<file path="src/common/bp_pkg.sv">
// Shared types for the branch prediction block of the 16-bit CPU front end.
// Holds the 2-bit counter encoding, the table payloads and the structs that
// travel between fetch, the predictor, the IF/ID register and decode.
// Modules take it with a wildcard import in their header.

package bp_pkg;

  ////////////////////////////////////////
  // Sizing defaults
  ////////////////////////////////////////
  parameter int PC_WIDTH_DEF   = 16;  // Width of every PC and target.
  parameter int INDEX_BITS_DEF = 3;   // 8 entries per table.

  ////////////////////////////////////////
  // Counter and payload types
  ////////////////////////////////////////
  // Two bit saturating counter, the MSB is the taken prediction.
  typedef enum logic [1:0] {
    strong_not_taken = 2'd0,  // Never taken so far.
    weak_not_taken   = 2'd1,  // Miss default.
    weak_taken       = 2'd2,  // Leaning taken.
    strong_taken     = 2'd3   // Saturated taken.
  } bp_state_t;

  typedef logic [PC_WIDTH_DEF-1:0] bp_target_t;  // BTB payload.

  ////////////////////////////////////////
  // Port structs
  ////////////////////////////////////////
  // Request from the fetch stage.
  typedef struct packed {
    logic [PC_WIDTH_DEF-1:0] pc;     // Current fetch PC.
    logic                    valid;  // Fetch slot holds an instruction.
  } bp_fetch_t;

  // Result of one lookup, same cycle as the PC.
  typedef struct packed {
    bp_state_t  state;   // Counter, or weak_not_taken on a miss.
    logic       taken;   // MSB of state.
    bp_target_t target;  // Raw BTB payload at the index.
  } bp_predict_t;

  // Payload of the IF/ID pipeline register.
  typedef struct packed {
    logic                    valid;  // Slot carries an instruction.
    logic [PC_WIDTH_DEF-1:0] pc;     // PC fetched one cycle earlier.
    bp_predict_t             pred;   // Prediction made for that PC.
  } bp_if_id_t;

  // Branch outcome reported by decode.
  typedef struct packed {
    logic [PC_WIDTH_DEF-1:0] pc;          // IF/ID pc of the branch.
    bp_state_t               prev_state;  // Prediction carried through IF/ID.
    logic                    taken;       // Actual direction.
    bp_target_t              target;      // Actual target.
    logic                    wen_bht;     // Write the counter entry.
    logic                    wen_btb;     // Write the target entry.
  } bp_resolve_t;

endpackage

</file>
<file path="src/hw/predictor/bp_tag_table.sv">
// Direct-mapped tagged table used for both the BHT and the BTB.
// One asynchronous read port returns hit and payload for the fetch PC,
// a second tag compare reports a hit at the write index for the update policy.
// The payload type is a parameter so one body serves counters and targets.

`timescale 1ns/10ps

module bp_tag_table import bp_pkg::*; #(
  parameter int  INDEX_BITS = INDEX_BITS_DEF,
  parameter type payload_t  = bp_target_t
) (
  input  logic                    clk,
  input  logic                    rst,
  input  logic [PC_WIDTH_DEF-1:0] rd_pc,    // Lookup PC.
  output logic                    rd_hit,   // Valid entry with matching tag.
  output payload_t                rd_data,  // Payload at the lookup index.
  input  logic [PC_WIDTH_DEF-1:0] wr_pc,    // Update PC.
  output logic                    wr_hit,   // Tag match at the update index.
  input  logic                    wr_en,    // Write the update entry.
  input  payload_t                wr_data   // New payload.
);

  localparam int ENTRIES  = 1 << INDEX_BITS;
  localparam int TAG_BITS = PC_WIDTH_DEF - INDEX_BITS - 1;  // PC bit 0 is the byte lane.

  logic [TAG_BITS-1:0]   tag_q   [ENTRIES];
  logic                  valid_q [ENTRIES];
  payload_t              data_q  [ENTRIES];

  logic [INDEX_BITS-1:0] rd_idx, wr_idx;
  logic [TAG_BITS-1:0]   rd_tag, wr_tag;

  assign rd_idx = rd_pc[INDEX_BITS:1];               // Halfword aligned index.
  assign rd_tag = rd_pc[PC_WIDTH_DEF-1:INDEX_BITS+1];
  assign wr_idx = wr_pc[INDEX_BITS:1];
  assign wr_tag = wr_pc[PC_WIDTH_DEF-1:INDEX_BITS+1];

  ////////////////////////////////////////
  // Read side
  ////////////////////////////////////////
  assign rd_hit  = valid_q[rd_idx] && (tag_q[rd_idx] == rd_tag);  // Old contents this cycle.
  assign rd_data = data_q[rd_idx];
  assign wr_hit  = valid_q[wr_idx] && (tag_q[wr_idx] == wr_tag);  // Feeds the counter policy.

  ////////////////////////////////////////
  // Write side
  ////////////////////////////////////////
  always_ff @(posedge clk) begin
    if (rst) begin
      for (int i = 0; i < ENTRIES; i++) begin
        valid_q[i] <= 1'b0;             // Table starts empty.
        data_q[i]  <= payload_t'('0);   // Targets read back as zero.
      end
    end else if (wr_en) begin
      valid_q[wr_idx] <= 1'b1;
      data_q[wr_idx]  <= wr_data;
    end
  end

  // Tags are only meaningful behind a set valid bit.
  always_ff @(posedge clk) begin
    if (wr_en) begin
      tag_q[wr_idx] <= wr_tag;
    end
  end

endmodule

</file>
<file path="src/hw/predictor/bp_counter_update.sv">
// Next-state policy for the 2-bit branch counter.
// Takes the prediction carried through IF/ID, the BHT tag match at the
// write index and the resolved direction, and returns the state to store.

`timescale 1ns/10ps

module bp_counter_update import bp_pkg::*; (
  input  bp_state_t prev_state,  // Prediction carried with the branch.
  input  logic      tag_match,   // Entry at the index belongs to this PC.
  input  logic      taken,       // Resolved direction.
  output bp_state_t next_state   // Value written into the BHT.
);

  ////////////////////////////////////////
  // Saturating counter with alias reset
  ////////////////////////////////////////
  // A mismatching entry restarts the branch at weak_not_taken,
  // except from weak_not_taken which always moves by direction.
  always_comb begin
    next_state = weak_not_taken;  // Safe fallback.
    case (prev_state)
      strong_not_taken: begin
        if (tag_match) begin
          next_state = taken ? weak_not_taken : strong_not_taken;  // Step up or hold.
        end else begin
          next_state = weak_not_taken;  // Foreign entry.
        end
      end
      weak_not_taken: begin
        next_state = taken ? weak_taken : strong_not_taken;  // Match ignored here.
      end
      weak_taken: begin
        if (tag_match) begin
          next_state = taken ? strong_taken : weak_not_taken;
        end else begin
          next_state = weak_not_taken;
        end
      end
      strong_taken: begin
        if (tag_match) begin
          next_state = taken ? strong_taken : weak_taken;  // Saturate or step down.
        end else begin
          next_state = weak_not_taken;
        end
      end
      default: begin
        next_state = weak_not_taken;
      end
    endcase
  end

endmodule

</file>
<file path="src/hw/predictor/branch_predictor.sv">
// Branch predictor built from a BHT of 2-bit counters and a BTB of targets.
// Lookup is combinational from fetch_pc to predict.
// Decode writes back through resolve, the write lands on the next clock edge
// and is visible to lookups from the following cycle.

`timescale 1ns/10ps

module branch_predictor import bp_pkg::*; #(
  parameter int INDEX_BITS = INDEX_BITS_DEF
) (
  input  logic                    clk,
  input  logic                    rst,
  input  logic                    enable,    // Predictor on.
  input  logic [PC_WIDTH_DEF-1:0] fetch_pc,  // Current fetch PC.
  output bp_predict_t             predict,   // Same cycle prediction.
  input  bp_resolve_t             resolve    // Outcome from decode.
);

  bp_state_t  bht_rd_state;   // Stored counter at the fetch index.
  logic       bht_rd_hit;     // Counter belongs to fetch_pc.
  logic       bht_wr_hit;     // Counter belongs to resolve.pc.
  bp_state_t  bht_next_state; // Policy output.
  bp_target_t btb_rd_target;  // Target at the fetch index.
  logic       bht_wen;
  logic       btb_wen;

  ////////////////////////////////////////
  // Write enables
  ////////////////////////////////////////
  assign bht_wen = enable && resolve.wen_bht;  // Disabled predictor ignores decode.
  assign btb_wen = enable && resolve.wen_btb;

  ////////////////////////////////////////
  // Tables
  ////////////////////////////////////////
  bp_tag_table #(
    .INDEX_BITS (INDEX_BITS),
    .payload_t  (bp_state_t)
  ) bht_table (
    .clk     (clk),
    .rst     (rst),
    .rd_pc   (fetch_pc),
    .rd_hit  (bht_rd_hit),
    .rd_data (bht_rd_state),
    .wr_pc   (resolve.pc),
    .wr_hit  (bht_wr_hit),
    .wr_en   (bht_wen),
    .wr_data (bht_next_state)
  );

  // The BTB is read without its tag, so its hit outputs stay open.
  bp_tag_table #(
    .INDEX_BITS (INDEX_BITS),
    .payload_t  (bp_target_t)
  ) btb_table (
    .clk     (clk),
    .rst     (rst),
    .rd_pc   (fetch_pc),
    .rd_hit  (),
    .rd_data (btb_rd_target),
    .wr_pc   (resolve.pc),
    .wr_hit  (),
    .wr_en   (btb_wen),
    .wr_data (resolve.target)
  );

  ////////////////////////////////////////
  // Counter policy
  ////////////////////////////////////////
  bp_counter_update u_update (
    .prev_state (resolve.prev_state),
    .tag_match  (bht_wr_hit),
    .taken      (resolve.taken),
    .next_state (bht_next_state)
  );

  ////////////////////////////////////////
  // Prediction output
  ////////////////////////////////////////
  always_comb begin
    if (enable && bht_rd_hit) begin
      predict.state = bht_rd_state;      // Trained entry.
    end else begin
      predict.state = weak_not_taken;    // Miss or disabled.
    end
    predict.taken  = predict.state[1];   // MSB means taken.
    predict.target = enable ? btb_rd_target : bp_target_t'('0);
  end

endmodule

</file>
<file path="src/hw/bp_if_id_reg.sv">
// IF/ID pipeline register carrying the fetch PC and its prediction to decode.
// Stall holds the whole register, flush clears valid and wins over stall.

`timescale 1ns/10ps

module bp_if_id_reg import bp_pkg::*; (
  input  logic        clk,
  input  logic        rst,
  input  logic        stall,  // Hold the register.
  input  logic        flush,  // Kill the slot.
  input  bp_fetch_t   fetch,  // Fetch request of this cycle.
  input  bp_predict_t pred,   // Lookup result for fetch.pc.
  output bp_if_id_t   if_id   // Registered slot for decode.
);

  logic                    valid_q;
  logic [PC_WIDTH_DEF-1:0] pc_q;
  bp_predict_t             pred_q;

  ////////////////////////////////////////
  // Control
  ////////////////////////////////////////
  always_ff @(posedge clk) begin
    if (rst) begin
      valid_q <= 1'b0;
    end else if (flush) begin
      valid_q <= 1'b0;         // Flush beats stall.
    end else if (!stall) begin
      valid_q <= fetch.valid;
    end
  end

  ////////////////////////////////////////
  // Payload
  ////////////////////////////////////////
  always_ff @(posedge clk) begin
    if (!stall) begin
      pc_q   <= fetch.pc;
      pred_q <= pred;          // Carried to decode as prev_state.
    end
  end

  assign if_id = '{valid: valid_q, pc: pc_q, pred: pred_q};

endmodule

</file>
<file path="src/hw/bp_top.sv">
// Top level of the branch prediction block.
// Fetch looks up the predictor and the result is registered into IF/ID,
// decode resolves branches back into the tables through resolve.

`timescale 1ns/10ps

module bp_top import bp_pkg::*; #(
  parameter int INDEX_BITS = INDEX_BITS_DEF  // Table has 2**INDEX_BITS entries.
) (
  input  logic        clk,
  input  logic        rst,
  input  logic        enable,   // Predictor on.
  input  bp_fetch_t   fetch,    // From fetch.
  input  logic        stall,    // Hold IF/ID.
  input  logic        flush,    // Clear IF/ID valid.
  input  bp_resolve_t resolve,  // From decode.
  output bp_predict_t predict,  // To fetch.
  output bp_if_id_t   if_id     // To decode.
);

  ////////////////////////////////////////
  // Predictor
  ////////////////////////////////////////
  branch_predictor #(
    .INDEX_BITS (INDEX_BITS)
  ) u_predictor (
    .clk      (clk),
    .rst      (rst),
    .enable   (enable),
    .fetch_pc (fetch.pc),
    .predict  (predict),
    .resolve  (resolve)
  );

  ////////////////////////////////////////
  // IF/ID register
  ////////////////////////////////////////
  bp_if_id_reg u_if_id (
    .clk   (clk),
    .rst   (rst),
    .stall (stall),
    .flush (flush),
    .fetch (fetch),
    .pred  (predict),   // Same cycle lookup result.
    .if_id (if_id)
  );

endmodule

</file>
<file path="config.mk">
export PLATFORM = sky130hd
export DESIGN_NAME = bp_top
export DESIGN_NICKNAME = d
export VERILOG_FILES = /design/src/common/bp_pkg.sv /design/src/hw/predictor/bp_tag_table.sv /design/src/hw/predictor/bp_counter_update.sv /design/src/hw/predictor/branch_predictor.sv /design/src/hw/bp_if_id_reg.sv /design/src/hw/bp_top.sv
export SDC_FILE = /design/constraint.sdc
export NUM_CORES = 1
export LEC_CHECK = 0
export BUFFER_PORTS_ARGS = -buffer_cell sky130_fd_sc_hd__clkbuf_2
export CORE_AREA = 2 2 193 195
export CTS_CLUSTER_DIAMETER = 150
export CTS_CLUSTER_SIZE = 16
export DETAILED_ROUTE_END_ITERATION = 10
export DIE_AREA = 0 0 195 197
export PLACE_DENSITY = 0.7
export SLEW_MARGIN = 20
export SYNTH_ARGS = -nofsm -noshare
export SYNTH_HDL_FRONTEND = slang
export SYNTH_HIERARCHICAL = 1
export SYNTH_SLANG_ARGS = --single-unit
</file>
<file path="constraint.sdc">
create_clock -name clk -period 2.55 [get_ports clk]
set_input_delay 0 -clock clk [delete_from_list [all_inputs] [get_ports clk]]
set_output_delay 0 -clock clk [all_outputs]
set_load 0.02 [all_outputs]
</file>
==> results.sh, run 1 <==
export IMPL_routed_wirelength_mm=31.34
export IMPL_drt_iter0_drc=546
export IMPL_cp_end_kind="output port"
export IMPL_finalSetupTns_ns=-2.803
export IMPL_drv_cap=0
export IMPL_worstSkewPairLatency_ns=0.52
export IMPL_fin_area_sq_um=15800
export IMPL_ctsHtreeMaxLevel=1
export IMPL_tightest_slew_ns=0.9370
export IMPL_vias=7601
export IMPL_path_max_fanout=4
export IMPL_area_growth_syn_to_layout_pct=22.20
export IMPL_run_status="finished, violations left"
export IMPL_slowest_stage="mux4_2"
export IMPL_slowest_delay_ns=0.50
export IMPL_root_buffer="clkbuf_16"
export IMPL_dp_hpwl_mm=20.32
export IMPL_yosys_warnings=6
export IMPL_wl_per_cell_um=20.73
export IMPL_firstDrtPassIters=5
export IMPL_fmaxAchievable_mhz=356.9
export IMPL_post_route_period_util_pct=109.9
export IMPL_routed_via_density=5.027
export IMPL_power_leakage_nw=5.703
export IMPL_initial_core_util_pct=35.66
export IMPL_nNetsFinal=1087
export IMPL_crit_buf_inv=2
export IMPL_power_density_nw_per_um2=615.3
export IMPL_met2_length_mm=15.98
export IMPL_grt_util_all_layers_pct=16.23
export IMPL_ant_nets=0
export IMPL_drive_above_1_share_pct=36.05
export IMPL_synth_nets=871
export IMPL_antenna_found_initial=1
export IMPL_netlist_instances=812
export IMPL_wl_met3_mm=1.463
export IMPL_cts_tree="done"
export IMPL_cts_clk_slew_worst_paths_ns=0.08
export IMPL_start_kind="flip-flop"
export IMPL_setup_viol=19
export IMPL_wl_met1_mm=13.26
export IMPL_rows=70
export IMPL_core_sq_um=36260
export IMPL_cp_arrival_ns=2.80
export IMPL_io_pins=114
export IMPL_top_layer_used="met4"
export IMPL_timing_final_crit_period_ns=2.802
export IMPL_cts_sinks=284
export IMPL_gp_congestion=0.8287
export IMPL_grt_overflow=0
export IMPL_irDropWorstVdd_uv=634.8
export IMPL_grt_pass1_wl_mm=47.44
export IMPL_hp_class="in -> reg"
export IMPL_fin_skew_ns=0.02699
export IMPL_violations="negative setup slack"
export IMPL_timing_worst_setup_path_type="reg -> out"
export IMPL_finalHoldViolations=0
export IMPL_cts_buffers=21
export IMPL_die_h_um=197
export IMPL_synth_area_sq_um=12930
export IMPL_drcViolationCount=0
export IMPL_die_w_um=195
export IMPL_slew_headroom_pct=37.53
export IMPL_cp_cell_sequence="mux4_2 > mux2i_2 > xnor2_1 > nor4_2 > nand4_1 > nor3_2 > buf_4 > and3_4 > buf_8"
export IMPL_dpl_instance_area_sq_um=14470
export IMPL_grt_max_degree=38
export IMPL_rsz0062_at_grt="true"
export IMPL_port_buffers=112
export IMPL_synth_area_per_cell_sq_um=15.92
export IMPL_die_area_sq_um=38420
export IMPL_worst_slack_ns=-0.2523
export IMPL_clk_path_buf_depth=3
export IMPL_crit_required_ns=2.55
export IMPL_crit_family="simple AND/OR/NAND/NOR gates"
export IMPL_fill_cells=3234
export IMPL_final_max_slew_viol_count=0
export IMPL_grt_pass1_vias=7914
==> metrics by stage <==
stage | hold WS [ns] | utilization (%) | power (mW) | cells | worst slack (ns)
floorplan | 0.06901 | - | 6.101 | 812 | 0.006145
CTS | 0.01242 | 43.23 | 9.801 | 1506 | -0.3140
detailed placement | 0.1755 | 39.91 | 6.520 | 1419 | -0.3225
global route | 0.06848 | 43.57 | 10.06 | 1512 | -0.3867
finish | 0.07306 | 43.57 | 9.722 | 1512 | -0.2523
global placement | 0.1726 | 39.91 | 6.495 | 1419 | -0.2706
==> power breakdown <==
| group | leakage [nW] | internal (mW) | switching, mW | total [mW] |
|---|---|---|---|---|
| Clock | 0.295 | 1.66 | 1.57 | 3.23 |
| Combinational | 2.74 | 0.501 | 0.593 | 1.09 |
| Sequential | 2.67 | 5.33 | 0.0630 | 5.40 |
| Total | 5.70 | 7.49 | 2.23 | 9.72 |
==> path summary, 6_finish.rpt <==
path | from | to | slack, ns | cells past startpoint
worst min register to register | u_predictor/bht_table/valid_q[5] | u_predictor/bht_table/valid_q[5] | 0.50 | 2
worst min-delay path | enable | u_if_id/if_id[18] | 0.07 | 2
worst max-delay path | u_predictor/bht_table/tag_q[3][4] | predict[18] | -0.25 | 9
worst max register to register | u_predictor/bht_table/tag_q[4][3] | u_predictor/bht_table/data_q[2][0] | -0.21 | 12
==> cells in the final DEF (no fill, tap or decap), types with 5 or more instances in the layout <==
cell type / count
edfxtp_1: 275
and2_1: 148
clkbuf_2: 108
buf_4: 91
mux4_2: 65
dlygate4sd3_1: 45
nor2_1: 44
mux2i_1: 35
mux2_2: 28
clkbuf_16: 21
or2_2: 18
clkbuf_1: 15
nand2_1: 13
xor2_1: 13
xnor2_1: 10
nor2_2: 10
dfxtp_1: 9
nor3_1: 9
o22ai_1: 7
nand2b_1: 5
==> timing repair <==
item,CTS,global route
resized for setup,26,22
setup buffers,4,5
hold buffers,45,0
setup endpoints to repair,22,20
pin swaps,16,15
endpoints found under the hold margin,245,0
==> worst reg2reg max path, delay by kind of cell, from the launching register on <==
family	cells	cell delay (ns)
mux	1	0.28
flops	1	0.39
xor+xnor	1	0.23
buf+inv	1	0.18
simple gates	5	0.65
compound gates	3	0.47
fa+ha+maj	1	0.30
==> routing by layer <==
layer	global-route usage, %	up-vias
met2	28.40	188
met3	2.413	35
met1	21.09	3884
met4	4.524	0
met5	0	-
li1	-	3494
==> cell type report <==
type                       count  area, sq um  share of cell area [%]
antenna                        1        2.502                 0.01584
clock buffer                  36        581.8                   3.683
clock inverter                 2        38.79                  0.2455
inverter                       4        15.01                 0.09503
multi-input combinational    466         4350                   27.54
sequential                   284         8438                   53.41
tap                          468        585.6                   3.706
timing repair buffer         251         1787                   11.31
==> registers in the layout, indices dropped and copies added, names as in the netlist <==
signal,count
u_if_id/valid_q,1
u_predictor/bht_table/data_q,16
u_if_id/if_id,19
u_predictor/bht_table/tag_q,96
u_if_id/pc_q,16
u_predictor/bht_table/valid_q,8
u_predictor/btb_table/data_q,128
Power figures use the tool's default switching activity.
==> run 2: changes to the inputs <==
- CORE_AREA: 2 2 193 195 -> 2 2 182 184
- DIE_AREA: 0 0 195 197 -> 0 0 184 186
- PLACE_DENSITY: 0.7 -> 0.77
- SETUP_SLACK_MARGIN: not set -> 0.02
==> run 2 against run 1 <==
The run still ends with negative setup slack left. Largest power group unchanged. Hold slack better by 0.039 ns. Core utilization up 4.7 points. Count of clock-buffer cells in the layout down 2. Final cell count down 5.4%. Wire length down 2.8%. Highest routed layer unchanged. Largest cell class unchanged.
==> results.sh, run 2 (synthesis gave the netlist of run 1 again) <==
export IMPL_p_comb_share_pct=11.1
export IMPL_ctsHtreeMaxLevel=1
export IMPL_antenna_found_initial=2
export IMPL_rsz0062_at_grt="true"
export IMPL_ant_nets=0
export IMPL_run_status="finished, violations left"
export IMPL_drv_cap=0
export IMPL_cts_clk_slew_worst_paths_ns=0.08
export IMPL_fmaxAchievable_mhz=344.5
export IMPL_power_share_clock_pct=33.2
export IMPL_die_area_sq_um=34220
export IMPL_slowest_stage="mux4_2"
export IMPL_crit_family="simple AND/OR/NAND/NOR gates"
export IMPL_pwr_share_seq_pct=55.7
export IMPL_final_cell_mix="275 x edfxtp_1, 148 x and2_1, 109 x clkbuf_2, 70 x buf_4, 65 x mux4_2"
export IMPL_grt_max_degree=36
export IMPL_post_route_period_util_pct=113.8
export IMPL_routed_wirelength_mm=30.47
export IMPL_core_sq_um=32210
export IMPL_final_common_cell="edfxtp_1"
export IMPL_crit_buf_inv=2
export IMPL_wl_per_cell_um=21.31
export IMPL_cts_sinks=284
export IMPL_root_buffer="clkbuf_16"
export IMPL_tightest_slew_ns=0.8920
export IMPL_clk_path_buf_depth=3
export IMPL_die_w_um=184
export IMPL_port_buffers=112
export IMPL_final_max_slew_viol_count=0
export IMPL_drive_above_1_share_pct=33.79
export IMPL_routed_via_density=5.353
export IMPL_fin_skew_ns=0.02117
export IMPL_postLayoutCoreUtil_pct=48.24
export IMPL_vias=7655
export IMPL_cp_cell_sequence="mux4_2 > mux2i_4 > xnor2_1 > nor4_1 > buf_4 > nand4_1 > nor3_4 > and3_4 > buf_8"
export IMPL_gp_congestion=0.8175
export IMPL_grt_pass1_wl_mm=45.37
export IMPL_slowest_delay_ns=0.52
export IMPL_total_power_mw=9.680
export IMPL_cp_end_kind="output port"
export IMPL_firstDrtPassIters=5
export IMPL_finalSetupTns_ns=-4.572
export IMPL_setup_viol=19
export IMPL_drcViolationCount=0
export IMPL_netSwitchingFraction_pct=22.83
export IMPL_drt_iter0_drc=557
export IMPL_power_leakage_nw=5.604
export IMPL_io_pins=114
export IMPL_area_growth_syn_to_layout_pct=20.17
export IMPL_cts_tree="done"
export IMPL_start_kind="flip-flop"
export IMPL_top_register="u_predictor/btb_table/data_q"
export IMPL_violations="negative setup slack"
export IMPL_slew_headroom_pct=40.45
export IMPL_cp_arrival_ns=2.90
export IMPL_die_h_um=186
export IMPL_hp_class="in -> reg"
export IMPL_nNetsFinal=1067
export IMPL_power_density_nw_per_um2=623.1
export IMPL_timing_final_crit_period_ns=2.903
export IMPL_grt_util_all_layers_pct=17.80
export IMPL_grt_pass1_vias=7836
export IMPL_switchingPower_mw=2.210
export IMPL_dp_hpwl_mm=19.14
export IMPL_finalHoldViolations=0
export IMPL_largest_register_ff_count=128
export IMPL_irDropWorstVdd_uv=578.3
export IMPL_rows=66
export IMPL_grt_overflow=0
export IMPL_worst_slack_ns=-0.3528
export IMPL_timing_worst_setup_path_type="reg -> out"
export IMPL_initial_core_util_pct=40.14
export IMPL_cts_buffers=21
export IMPL_p_int_mw=7.470
export IMPL_worstSkewPairLatency_ns=0.53
export IMPL_crit_required_ns=2.55
export IMPL_path_max_fanout=4
-- run 2: cell count changes in the layout (fill, tap and decap cells not counted), moves of 4 or more --
cell	change
a22oi_1	+4
nor2_2	-4
a22oi_2	-4
buf_4	-21
-- run 2: what timing repair did --
action | 4_1_cts | 5_1_grt
buffers inserted | 0 | 0
gates resized for setup | 21 | 14
setup endpoints to repair | 19 | 22
hold buffers | 45 | 0
hold endpoints to repair | 240 | 0
pin swaps | 13 | 9
-- run 2: path summary, 6_finish.rpt --
path / start / endpoint / slack (ns) / cells past startpoint
worst max-delay path: u_predictor/bht_table/tag_q[3][9] / predict[18] / -0.35 / 9
worst min-delay path: resolve[20] / u_predictor/bht_table/data_q[5][1] / 0.11 / 5
worst max register to register: u_predictor/bht_table/tag_q[7][10] / u_predictor/bht_table/data_q[5][0] / -0.29 / 11
worst min register to register: u_predictor/bht_table/valid_q[5] / u_predictor/bht_table/valid_q[5] / 0.51 / 2
-- run 2: final cells by class --
cell class	instances	area [sq um]
tap	408	510.5
fill	2717	16670
inverter	4	15.01
clock buffer	34	574.3
antenna	1	2.502
multi-input combinational	466	4314
timing repair buffer	231	1643
sequential	284	8438
clock inverter	2	38.79
-- run 2: power by group through the flow --
stage,registers (mW),logic [mW],clock network (mW)
finish,5.40,1.07,3.21
global placement,5.49,0.984,0
global route,5.42,1.14,3.43
detailed placement,5.50,0.999,0
floorplan,5.53,0.569,0
CTS,5.40,1.07,3.29
-- run 2: through the flow --
step / setup WS [ns] / cells / hold WS, ns / instance area [sq um]
4_1_cts: -0.4323 / 1429 / 0.07391 / 15480
3_3_place_gp: -0.3215 / 1348 / 0.1715 / 14330
6_report: -0.3528 / 1430 / 0.1121 / 15540
5_1_grt: -0.4842 / 1430 / 0.1194 / 15540
3_5_place_dp: -0.3759 / 1348 / 0.1770 / 14330
2_1_floorplan: 0.05998 / 812 / 0.06901 / 12930
-- run 2: layer usage --
layer / vias up / share of wire (%) / GRT usage [%]
li1: 3458 / - / -
met1: 3870 / 40 / 22.50
met2: 273 / 51 / 31.50
met3: 54 / 6.3 / 2.817
met4: 0 / 2.6 / 5.536
met5: - / 0 / 0
-- run 2: worst reg2reg max path, stage by stage, from the launching register on --
cell	delay (ns)
edfxtp_1	0.38
mux4_2	0.49
a221oi_2	0.25
xor2_1	0.20
nand4_1	0.13
nor4_2	0.34
buf_4	0.17
nand2b_1	0.05
maj3_2	0.29
nor2b_4	0.14
nand3_4	0.10
nor2_1	0.05
==> run 3: changes to the inputs <==
==> constraint.sdc (replaced) <==
create_clock -name clk -period 2.55 [get_ports clk]
set_input_delay 0 -clock clk [delete_from_list [all_inputs] [get_ports clk]]
set_output_delay 0 -clock clk [all_outputs]
set_load 0.1 [all_outputs]
==> run 3 against run 2 <==
The run still ends with negative setup slack left. Sequential power barely moved. Die area unchanged. Power rose by 4.8%. Highest routed layer unchanged. Critical endpoint is now predict[17]. Cell area increased by 1.9%. Register-to-register slack improved by 0.10 ns. Count of clock-buffer cells in the layout grew 2. Largest power group unchanged.
==> results.sh, run 3 (synthesis gave the netlist of run 1 again) <==
export IMPL_gp_congestion=0.8894
export IMPL_die_h_um=186
export IMPL_place_worst_setup_slack_ns=-0.2842
export IMPL_grt_overflow=0
export IMPL_fin_hold_ws_ns=0.03642
export IMPL_post_route_period_util_pct=122.0
export IMPL_cts_tree="done"
export IMPL_ctsHtreeMaxLevel=1
export IMPL_die_w_um=184
export IMPL_cts_buffers=21
export IMPL_timing_final_crit_period_ns=3.110
export IMPL_initial_core_util_pct=40.14
export IMPL_area_growth_syn_to_layout_pct=22.44
export IMPL_vias=7674
export IMPL_finalHoldViolations=0
export IMPL_timing_worst_setup_path_type="reg -> out"
export IMPL_hp_class="in -> reg"
export IMPL_nNetsFinal=1063
export IMPL_drt_iter0_drc=685
export IMPL_top_register="u_predictor/btb_table/data_q"
export IMPL_power_leakage_nw=5.686
export IMPL_fin_skew_ns=0.01729
export IMPL_io_pins=114
export IMPL_worstSkewPairLatency_ns=0.53
export IMPL_grt_util_all_layers_pct=17.79
export IMPL_setup_viol=21
export IMPL_final_max_slew_viol_count=0
export IMPL_crit_required_ns=2.55
export IMPL_dp_hpwl_mm=19.29
export IMPL_run_status="finished, violations left"
export IMPL_antenna_found_initial=1
export IMPL_routed_via_density=5.374
export IMPL_drv_cap=0
export IMPL_tightest_slew_ns=0.8607
export IMPL_cts_clk_slew_worst_paths_ns=0.07
export IMPL_slew_headroom_pct=42.54
export IMPL_wl_per_cell_um=21.03
export IMPL_routed_wirelength_mm=30.03
export IMPL_violations="negative setup slack"
export IMPL_cp_arrival_ns=3.11
export IMPL_ant_nets=0
export IMPL_firstDrtPassIters=5
export IMPL_cp_end_kind="output port"
export IMPL_largest_register_ff_count=128
export IMPL_irDropWorstVdd_uv=568.7
export IMPL_grt_max_degree=41
export IMPL_port_buffers=112
export IMPL_drive_above_1_share_pct=33.95
export IMPL_power_density_nw_per_um2=641.0
export IMPL_rsz0062_at_grt="true"
export IMPL_cts_sinks=284
export IMPL_start_kind="flip-flop"
export IMPL_grt_pass1_vias=8030
export IMPL_final_common_cell="edfxtp_1"
export IMPL_rows=66
export IMPL_die_area_sq_um=34220
export IMPL_final_cell_mix="275 x edfxtp_1, 146 x and2_1, 92 x clkbuf_2, 65 x mux4_2, 62 x buf_4"
export IMPL_core_sq_um=32210
export IMPL_path_max_fanout=2
export IMPL_worst_slack_ns=-0.5601
export IMPL_root_buffer="clkbuf_16"
export IMPL_clk_path_buf_depth=3
export IMPL_grt_pass1_wl_mm=45.92
export IMPL_fmaxAchievable_mhz=321.5
export IMPL_drcViolationCount=0
run 3: worst paths after layout:
check	slack (ns)	depth (start not counted)	start	endpoint
max	-0.56	10	u_predictor/bht_table/tag_q[3][4]	predict[17]
min	0.04	1	fetch[3]	u_if_id/pc_q[2]
max reg2reg	-0.19	12	u_predictor/bht_table/tag_q[5][5]	u_predictor/bht_table/data_q[4][0]
min reg2reg	0.51	2	u_predictor/bht_table/valid_q[3]	u_predictor/bht_table/valid_q[3]
run 3: critical path: stages, from the launching register on:
cell,delay [ns]
edfxtp_1,0.41
mux4_2,0.52
mux2i_4,0.20
xnor2_2,0.10
nor4_2,0.26
buf_4,0.16
nand4_1,0.13
nor3_4,0.28
nand3b_1,0.19
buf_4,0.19
buf_12,0.15
run 3: cell type report:
| cell class | count | area, sq um |
|---|---|---|
| inverter | 4 | 15.01 |
| clock buffer | 36 | 581.8 |
| tap | 408 | 510.5 |
| clock inverter | 2 | 38.79 |
| antenna | 1 | 2.502 |
| sequential | 284 | 8438 |
| timing repair buffer | 227 | 1911 |
| fill | 2685 | 16380 |
| multi-input combinational | 466 | 4333 |
run 3: through the flow:
step / area (sq um) / setup TNS, ns / power [mW] / std cells / utilization (%)
floorplan: 12940 / -0.4548 / 6.497 / 812 / -
CTS: 15760 / -3.246 / 10.23 / 1426 / 48.93
finish: 15830 / -3.732 / 10.15 / 1428 / 49.15
global route: 15830 / -7.006 / 10.49 / 1428 / 49.15
detailed placement: 14600 / -2.993 / 6.974 / 1342 / 45.33
global placement: 14600 / -1.689 / 6.943 / 1342 / 45.33
run 3: report_power, final:
| part | switching (mW) | leakage, nW | internal (mW) |
|---|---|---|---|
| Sequential | 0.0616 | 2.67 | 5.33 |
| Clock | 1.54 | 0.295 | 1.66 |
| Combinational | 0.989 | 2.72 | 0.559 |
run 3: what timing repair did:
item / in CTS / in global routing
hold endpoints to repair: 240 / 0
setup buffers: 1 / 1
setup endpoints to repair: 22 / 22
resized for setup: 21 / 14
hold buffers: 45 / 0
pin swaps: 14 / 13
run 3: layer usage:
layer  global-route usage, %  share of wire, %  up-vias
met5                       0                 0        -
met4                   6.016               2.6        0
met3                   2.485               6.5       48
met2                   31.38                51      304
met1                   22.62                40     3874
li1                        -                 -     3448
